--- src/logic/cache_pkg.sv ---
package cache_pkg;

    // Geometry of the cache: 64 lines of one word, 16-bit byte addresses
    localparam int ADDR_W   = 16;
    localparam int DATA_W   = 32;
    localparam int BE_W     = DATA_W / 8;
    localparam int OFFSET_W = 2;
    localparam int INDEX_W  = 6;
    localparam int TAG_W    = ADDR_W - INDEX_W - OFFSET_W;
    localparam int LINES    = 2 ** INDEX_W;

    typedef logic [ADDR_W-1:0]  addr_t;
    typedef logic [DATA_W-1:0]  word_t;
    typedef logic [BE_W-1:0]    be_t;
    typedef logic [INDEX_W-1:0] index_t;
    typedef logic [TAG_W-1:0]   tag_t;

    typedef struct packed {
        logic valid;
        logic dirty;
        tag_t tag;
    } tag_entry_t;

    // Request side of the req/gnt/rvalid handshake, used on both ports
    typedef struct packed {
        logic  req;
        addr_t addr;
        logic  we;
        be_t   be;
        word_t wdata;
    } bus_req_t;

    typedef struct packed {
        logic  gnt;
        logic  rvalid;
        word_t rdata;
    } bus_rsp_t;

    // One word transfer handed from the controller to the memory port
    typedef struct packed {
        addr_t addr;
        logic  we;
        word_t wdata;
    } mem_cmd_t;

endpackage

--- src/logic/cache_array.sv ---
`timescale 1ns/10ps

module cache_array
#(
    parameter type entry_t = cache_pkg::word_t,
    parameter int  DEPTH   = cache_pkg::LINES
)
(
    input  logic              clk,
    input  cache_pkg::index_t rd_index_i,
    input  logic              wr_en_i,
    input  cache_pkg::index_t wr_index_i,
    input  entry_t            wr_data_i,
    output entry_t            rd_data_o
);

    entry_t mem [DEPTH];

    always_ff @(posedge clk)
    begin
        if (wr_en_i)
        begin
            mem[wr_index_i] <= wr_data_i;
        end
    end

    // Registered read, data follows the index by one cycle
    always_ff @(posedge clk)
    begin
        rd_data_o <= mem[rd_index_i];
    end

endmodule

--- src/logic/mem_port.sv ---
`timescale 1ns/10ps

module mem_port
(
    input  logic                clk,
    input  logic                rst_n,
    input  logic                mem_start_i,
    input  cache_pkg::mem_cmd_t mem_cmd_i,
    output cache_pkg::bus_req_t mem_req_o,
    input  cache_pkg::bus_rsp_t mem_rsp_i,
    output logic                mem_done_o,
    output cache_pkg::word_t    mem_rdata_o
);

    typedef enum logic [1:0]
    {
        IDLE,
        WAIT_GNT,
        WAIT_RVALID
    } state_t;

    state_t              state;
    cache_pkg::mem_cmd_t cmd_q;
    cache_pkg::word_t    rdata_q;
    logic                done_q;

    always_ff @(posedge clk)
    begin
        if (!rst_n)
        begin
            state  <= IDLE;
            done_q <= 1'b0;
        end
        else
        begin
            done_q <= 1'b0;
            case (state)
                IDLE:
                begin
                    // A start while busy cannot reach this branch
                    if (mem_start_i)
                    begin
                        state <= WAIT_GNT;
                    end
                end
                WAIT_GNT:
                begin
                    if (mem_rsp_i.gnt)
                    begin
                        state <= WAIT_RVALID;
                    end
                end
                WAIT_RVALID:
                begin
                    if (mem_rsp_i.rvalid)
                    begin
                        done_q <= 1'b1;
                        state  <= IDLE;
                    end
                end
                default:
                begin
                    state <= IDLE;
                end
            endcase
        end
    end

    always_ff @(posedge clk)
    begin
        if (state == IDLE && mem_start_i)
        begin
            cmd_q <= mem_cmd_i;
        end
        if (state == WAIT_RVALID && mem_rsp_i.rvalid)
        begin
            rdata_q <= mem_rsp_i.rdata;
        end
    end

    // Whole words only, so every byte lane is enabled
    assign mem_req_o.req   = (state == WAIT_GNT);
    assign mem_req_o.addr  = cmd_q.addr;
    assign mem_req_o.we    = cmd_q.we;
    assign mem_req_o.be    = '1;
    assign mem_req_o.wdata = cmd_q.wdata;

    assign mem_done_o  = done_q;
    assign mem_rdata_o = rdata_q;

endmodule

--- src/logic/cache_ctrl.sv ---
`timescale 1ns/10ps

module cache_ctrl
(
    input  logic                  clk,
    input  logic                  rst_n,
    input  cache_pkg::bus_req_t   proc_req_i,
    output cache_pkg::bus_rsp_t   proc_rsp_o,
    output cache_pkg::index_t     rd_index_o,
    input  cache_pkg::tag_entry_t tag_rd_i,
    input  cache_pkg::word_t      data_rd_i,
    output logic                  tag_wr_en_o,
    output logic                  data_wr_en_o,
    output cache_pkg::index_t     wr_index_o,
    output cache_pkg::tag_entry_t tag_wr_o,
    output cache_pkg::word_t      data_wr_o,
    output logic                  mem_start_o,
    output cache_pkg::mem_cmd_t   mem_cmd_o,
    input  logic                  mem_done_i,
    input  cache_pkg::word_t      mem_rdata_i
);

    typedef enum logic [2:0]
    {
        CLEAR,
        IDLE,
        LOOKUP,
        WRITE_BACK,
        REFILL,
        RESPOND
    } state_t;

    state_t              state;
    cache_pkg::index_t   clear_cnt;
    cache_pkg::bus_req_t req_q;
    cache_pkg::word_t    rdata_q;

    cache_pkg::index_t   req_index;
    cache_pkg::tag_t     req_tag;
    cache_pkg::addr_t    line_addr;
    cache_pkg::addr_t    victim_addr;
    logic                hit;
    logic                dirty_miss;
    cache_pkg::word_t    hit_merged;
    cache_pkg::word_t    refill_merged;

    // Replaces the bytes of old_word whose enable bit is set
    function automatic cache_pkg::word_t merge_bytes(
        input cache_pkg::word_t old_word,
        input cache_pkg::word_t new_word,
        input cache_pkg::be_t   be
    );
        cache_pkg::word_t result;
        result = old_word;
        for (int b = 0; b < cache_pkg::BE_W; b++)
        begin
            if (be[b])
            begin
                result[8*b +: 8] = new_word[8*b +: 8];
            end
        end
        return result;
    endfunction

    assign req_index   = req_q.addr[cache_pkg::OFFSET_W +: cache_pkg::INDEX_W];
    assign req_tag     = req_q.addr[cache_pkg::ADDR_W-1 -: cache_pkg::TAG_W];
    assign line_addr   = {req_tag, req_index, {cache_pkg::OFFSET_W{1'b0}}};
    assign victim_addr = {tag_rd_i.tag, req_index, {cache_pkg::OFFSET_W{1'b0}}};

    assign hit        = tag_rd_i.valid && (tag_rd_i.tag == req_tag);
    assign dirty_miss = tag_rd_i.valid && tag_rd_i.dirty && !hit;

    assign hit_merged    = merge_bytes(data_rd_i, req_q.wdata, req_q.be);
    assign refill_merged = req_q.we ? merge_bytes(mem_rdata_i, req_q.wdata, req_q.be)
                                    : mem_rdata_i;

    always_ff @(posedge clk)
    begin
        if (!rst_n)
        begin
            state     <= CLEAR;
            clear_cnt <= '0;
        end
        else
        begin
            case (state)
                CLEAR:
                begin
                    clear_cnt <= clear_cnt + cache_pkg::index_t'(1);
                    if (clear_cnt == cache_pkg::index_t'(cache_pkg::LINES - 1))
                    begin
                        state <= IDLE;
                    end
                end
                IDLE:
                begin
                    if (proc_req_i.req)
                    begin
                        state <= LOOKUP;
                    end
                end
                LOOKUP:
                begin
                    if (hit)
                    begin
                        state <= RESPOND;
                    end
                    else if (dirty_miss)
                    begin
                        state <= WRITE_BACK;
                    end
                    else
                    begin
                        state <= REFILL;
                    end
                end
                WRITE_BACK:
                begin
                    if (mem_done_i)
                    begin
                        state <= REFILL;
                    end
                end
                REFILL:
                begin
                    if (mem_done_i)
                    begin
                        state <= RESPOND;
                    end
                end
                default:
                begin
                    state <= IDLE;
                end
            endcase
        end
    end

    // Stores answer with zero read data
    always_ff @(posedge clk)
    begin
        if (state == IDLE && proc_req_i.req)
        begin
            req_q <= proc_req_i;
        end
        if (state == LOOKUP && hit)
        begin
            rdata_q <= req_q.we ? '0 : data_rd_i;
        end
        if (state == REFILL && mem_done_i)
        begin
            rdata_q <= req_q.we ? '0 : mem_rdata_i;
        end
    end

    always_comb
    begin
        proc_rsp_o.gnt    = (state == IDLE) && proc_req_i.req;
        proc_rsp_o.rvalid = (state == RESPOND);
        proc_rsp_o.rdata  = (state == RESPOND) ? rdata_q : '0;
        // Arrays are read in the gnt cycle straight from the request
        rd_index_o = (state == IDLE) ? proc_req_i.addr[cache_pkg::OFFSET_W +: cache_pkg::INDEX_W]
                                     : req_index;
    end

    always_comb
    begin
        tag_wr_en_o    = 1'b0;
        data_wr_en_o   = 1'b0;
        wr_index_o     = req_index;
        tag_wr_o.valid = 1'b1;
        tag_wr_o.dirty = req_q.we;
        tag_wr_o.tag   = req_tag;
        data_wr_o      = refill_merged;
        case (state)
            CLEAR:
            begin
                tag_wr_en_o = 1'b1;
                wr_index_o  = clear_cnt;
                tag_wr_o    = '0;
            end
            LOOKUP:
            begin
                if (hit && req_q.we)
                begin
                    tag_wr_en_o  = 1'b1;
                    data_wr_en_o = 1'b1;
                    data_wr_o    = hit_merged;
                end
            end
            REFILL:
            begin
                tag_wr_en_o  = mem_done_i;
                data_wr_en_o = mem_done_i;
            end
            default:
            begin
            end
        endcase
    end

    // Miss handling starts the write-back of a dirty victim, or the refill directly
    always_comb
    begin
        mem_start_o     = 1'b0;
        mem_cmd_o.addr  = line_addr;
        mem_cmd_o.we    = 1'b0;
        mem_cmd_o.wdata = '0;
        if (state == LOOKUP && !hit)
        begin
            mem_start_o = 1'b1;
            if (dirty_miss)
            begin
                mem_cmd_o.addr  = victim_addr;
                mem_cmd_o.we    = 1'b1;
                mem_cmd_o.wdata = data_rd_i;
            end
        end
        if (state == WRITE_BACK && mem_done_i)
        begin
            mem_start_o = 1'b1;
        end
    end

endmodule

--- src/logic/cache_top.sv ---
`timescale 1ns/10ps

module cache_top
(
    input  logic                clk,
    input  logic                rst_n,
    input  cache_pkg::bus_req_t proc_req_i,
    output cache_pkg::bus_rsp_t proc_rsp_o,
    output cache_pkg::bus_req_t mem_req_o,
    input  cache_pkg::bus_rsp_t mem_rsp_i
);

    cache_pkg::index_t     rd_index;
    cache_pkg::index_t     wr_index;
    logic                  tag_wr_en;
    logic                  data_wr_en;
    cache_pkg::tag_entry_t tag_wr;
    cache_pkg::tag_entry_t tag_rd;
    cache_pkg::word_t      data_wr;
    cache_pkg::word_t      data_rd;
    logic                  mem_start;
    cache_pkg::mem_cmd_t   mem_cmd;
    logic                  mem_done;
    cache_pkg::word_t      mem_rdata;

    cache_ctrl ctrl_inst
    (
        .clk          (clk),
        .rst_n        (rst_n),
        .proc_req_i   (proc_req_i),
        .proc_rsp_o   (proc_rsp_o),
        .rd_index_o   (rd_index),
        .tag_rd_i     (tag_rd),
        .data_rd_i    (data_rd),
        .tag_wr_en_o  (tag_wr_en),
        .data_wr_en_o (data_wr_en),
        .wr_index_o   (wr_index),
        .tag_wr_o     (tag_wr),
        .data_wr_o    (data_wr),
        .mem_start_o  (mem_start),
        .mem_cmd_o    (mem_cmd),
        .mem_done_i   (mem_done),
        .mem_rdata_i  (mem_rdata)
    );

    // Both arrays share the read and write index
    cache_array #(.entry_t(cache_pkg::tag_entry_t), .DEPTH(cache_pkg::LINES)) tag_array_inst
    (
        .clk        (clk),
        .rd_index_i (rd_index),
        .wr_en_i    (tag_wr_en),
        .wr_index_i (wr_index),
        .wr_data_i  (tag_wr),
        .rd_data_o  (tag_rd)
    );

    cache_array #(.entry_t(cache_pkg::word_t), .DEPTH(cache_pkg::LINES)) data_array_inst
    (
        .clk        (clk),
        .rd_index_i (rd_index),
        .wr_en_i    (data_wr_en),
        .wr_index_i (wr_index),
        .wr_data_i  (data_wr),
        .rd_data_o  (data_rd)
    );

    mem_port mem_port_inst
    (
        .clk         (clk),
        .rst_n       (rst_n),
        .mem_start_i (mem_start),
        .mem_cmd_i   (mem_cmd),
        .mem_req_o   (mem_req_o),
        .mem_rsp_i   (mem_rsp_i),
        .mem_done_o  (mem_done),
        .mem_rdata_o (mem_rdata)
    );

endmodule

--- config.mk ---
export PLATFORM = sky130hd
export DESIGN_NAME = cache_top
export DESIGN_NICKNAME = d
export VERILOG_FILES = /design/src/logic/cache_pkg.sv /design/src/logic/cache_array.sv /design/src/logic/mem_port.sv /design/src/logic/cache_ctrl.sv /design/src/logic/cache_top.sv
export SDC_FILE = /design/constraint.sdc
export NUM_CORES = 2
export LEC_CHECK = 0
export BUFFER_PORTS_ARGS = -buffer_cell sky130_fd_sc_hd__buf_2
export CORE_UTILIZATION = 55
export DETAILED_ROUTE_END_ITERATION = 12
export PLACE_DENSITY = 0.83
export SETUP_SLACK_MARGIN = 0.2
export SYNTH_ARGS = -nofsm -noshare
export SYNTH_HDL_FRONTEND = slang
export SYNTH_SLANG_ARGS = --single-unit
--- constraint.sdc ---
create_clock -name clk -period 6 [get_ports clk]
set_clock_uncertainty 0.15 [all_clocks]
set_input_delay 1.2 -clock clk [delete_from_list [all_inputs] [get_ports clk]]
set_output_delay 1.2 -clock clk [all_outputs]
set_load 0.005 [all_outputs]
==> flow_summary.yaml <==
critical_path:
  r2r-end: "data_array_inst.mem[21][0]"
  worstPathMaxFanout: 40
  crit_top_cell: "buf_4"
  startpoint: "ctrl_inst.line_addr[11]"
  r2r-start: "ctrl_inst.line_addr[11]"
  ff2ff_setup_slack_ns: 0.76
  worstPathArrival_ns: 5.79
  cp-start-kind: "register"
  worst_path_max_delay_cell: "a21oi_4"
  crit_type: "register to register"
  crit_buf_inv: 2
  crit_family: "compound AO/OA/AOI/OAI gates"
  ff2ff_path_depth: 8
  cp_num_cells: 8
  worst_ep_required_time_ns: 6.55
  cp-endpoint: "data_array_inst.mem[21][0]"
  critPathMaxStageDelay_ns: 1.07
  path_cells: "xor2_1, nor4_1, nand4_1, buf_4, a21oi_1, nor2_1, a21oi_4, buf_4"
  cp-end-kind: "register"
cts:
  clockBufferDepth: 4
  clock_latency_ns: 0.95
  postCtsSetupBuffers: 0
  clk_pin_slew_worst_paths_ns: 0.07
  cts_sinks: 2904
  holdBufCountCts: 0
  postCtsResizedCells: 0
  numCtsBuffers: 282
  h-tree-depth: 5
  cts_tree: "yes"
  root_buffer: "clkbuf_16"
pwr:
  peakVddDrop_uv: 290
  p_leak_nw: 43.4
  p_per_area_nw_per_um2: 404
sta:
  hold_viol_final: 0
  timing.fmax_mhz: 191
  slew_headroom_pct: 0.412
  slew_violations: 0
  worst-slew-pin-transition_ns: 1.49
  fin_crit_ns: 5.24
  finalWorstSetupSlack_ns: 0.757
  rsz0062_at_grt: "no"
  setup-violations-final: 0
  post-route-period-util_pct: 87.4
  setup_tns_ns: 0
run_status:
  failed_checks: "capacitance limit"
  status: "finished, violations left"
global_routing:
  grt_pass1_wl_mm: 426
  overflow: 0
  grt_pass1_vias: 63200
  grt_use_total_pct: 29.0
  antenna_found_initial: 15
  grt_max_degree: 103
placement:
  dp_hpwl_mm: 171
  dp_cells: 8909
  pre_cts_ws_ns: 1.04
  place_area_um2: 118000
  gpl.final_weighted_congestion: 0.902
  numPortBuffers: 169
hold_path:
  hp-class: "input pin to register"
  min_from: "proc_req_i[17]"
floorplanning:
  row_count: 164
  start_util_pct: 55.5
  die_area_um2: 204000
  fp.coreArea_um2: 200000
  die_w_um: 452
  io_pins: 178
  die_h_um: 452
detailed_routing:
  drtIter0Drc: 9551
  vias_per_cell: 6.77
  wirelength_mm: 303
  first_pass_iters: 10
  ant_nets: 0
  drc: 0
  wl_per_cell_um: 32.3
  dr_total_vias: 63600
yosys:
  synth.largest_area_cell: "edfxtp_1"
  synth_seq_cells: 2904
  synth-seq-area-share_pct: 77.9
  yosysUniqueCellTypes: 49
  synth_edf_count: 2850
  syn_avg_cell_area_um2: 18.2
  ys_async_sr_fraction_pct: 0
  synth.most_common_cell: "edfxtp_1"
  netlist_instances: 6101
  yosys_warnings: 0
  syn_area_um2: 111000
  yosys-top-cells-count: "edfxtp_1, mux2i_1, o22ai_1, nor2_1, o41ai_1"
  synth.top_cell.area_share_pct: 76.9
  synth_area_leaders: "edfxtp_1, mux2i_1, o22ai_1"
  synth_ff_type: "edfxtp_1"
layout:
  drive_gt1_share_pct: 15.5
  synthToLayoutAreaGrowth_pct: 13.5
  final_cells: 9396
  final_cell_area_um2: 126000
  final_nets: 6633
run:
  drv_cap: 2
-- metal layers --
metal	track usage [%]	part of all wire (%)	vias up
met3	8.14	14	1133
met2	45.5	46	5311
li1	-	-	25600
met4	19.4	7.6	8
met5	0	0.021	-
met1	35.1	33	31600
-- where the power goes --
part	switching, mW	internal, mW
combinational	6.88	3.26
sequential	0.391	23.8
clock	7.27	9.47
total	14.5	36.5
-- cell type report --
class / instances / area, um2
Antenna cell: 9 / 22.5
Clock buffer: 360 / 7710
Clock inverter: 113 / 785
Fill cell: 12600 / 74000
Inverter: 6 / 22.5
Multi-Input combinational cell: 2836 / 23700
Sequential cell: 2904 / 86700
Tap cell: 2656 / 3320
Timing Repair Buffer: 512 / 4040
-- cell families after synthesis --
group | Yosys count | synth area share, %
AOI/OAI and AO/OA | 959 | 5.67
xor gates and xnor gates | 12 | 0.0945
adders and majority gates | 1 | 0.0112
buffers and inverters | 365 | 1.83
DFF | 2904 | 77.9
muxes | 1363 | 12.3
other | 2 | 0.00675
and+or+nand+nor | 495 | 2.18
-- worst register-to-register path, stage by stage, from the launching register on --
cell and delay (ns):
edfxtp_1 0.44, xor2_1 0.19, nor4_1 0.86, nand4_1 0.41, buf_4 0.38, a21oi_1 0.93, nor2_1 0.18, a21oi_4 1.07
buf_4 0.45
-- flip-flops by register name (all words and copies together) (netlist names), 2 cells and up --
name and cells:
ctrl_inst.line_addr 14, data_array_inst.rd_data_o 32, tag_array_inst.mem 640, ctrl_inst.state 3, mem_port_inst.state 2, ctrl_inst.clear_cnt 6, tag_array_inst.rd_data_o 10, mem_port_inst.mem_req_o 47
ctrl_inst.rdata_q 32, data_array_inst.mem 2048, ctrl_inst.req_q 37, mem_port_inst.mem_rdata_o 32
-- stage by stage --
stage / hold WS [ns] / total power, mW / utilization (%)
global route: 0.257 / 52.0 / 63.0
finish: 0.277 / 51.0 / 63.0
global placement: 0.361 / 33.8 / 58.7
detailed placement: 0.383 / 34.2 / 58.7
floorplan: 0.335 / 30.3 / -
CTS: 0.250 / 50.6 / 63.0
-- worst min path at each step --
stage,to,cells after the start
floorplan,ctrl_inst.clear_cnt[1],2
global placement,ctrl_inst.clear_cnt[5],2
detailed placement,ctrl_inst.clear_cnt[1],2
CTS,ctrl_inst.req_q[19],1
global route,mem_port_inst.mem_rdata_o[13],1
finish,ctrl_inst.req_q[17],1
-- cell usage in the layout, fill, tap and decap left out, drive strengths merged, types with 4 or more instances in the layout --
cell / synthesis / final
clkinv: 0 / 94
a21oi: 70 / 70
clkinvlp: 0 / 8
clkbuf: 134 / 360
nor3: 7 / 7
diode: 0 / 9
o21ai: 39 / 39
buf: 225 / 512
nand3b: 8 / 8
conb: 2 / 6
and2: 80 / 80
mux2: 9 / 9
bufinv: 0 / 10
o41ai: 169 / 169
nor2: 175 / 175
mux2i: 1354 / 1354
nand4: 45 / 45
nand3: 19 / 19
dfxtp: 54 / 54
nor2b: 4 / 4
edfxtp: 2850 / 2850
or3: 34 / 34
inv: 6 / 7
nand2: 99 / 99
xor2: 7 / 7
o22ai: 672 / 672
xnor2: 5 / 5
nand2b: 14 / 14
No activity file was read; power rests on OpenSTA's default activity.
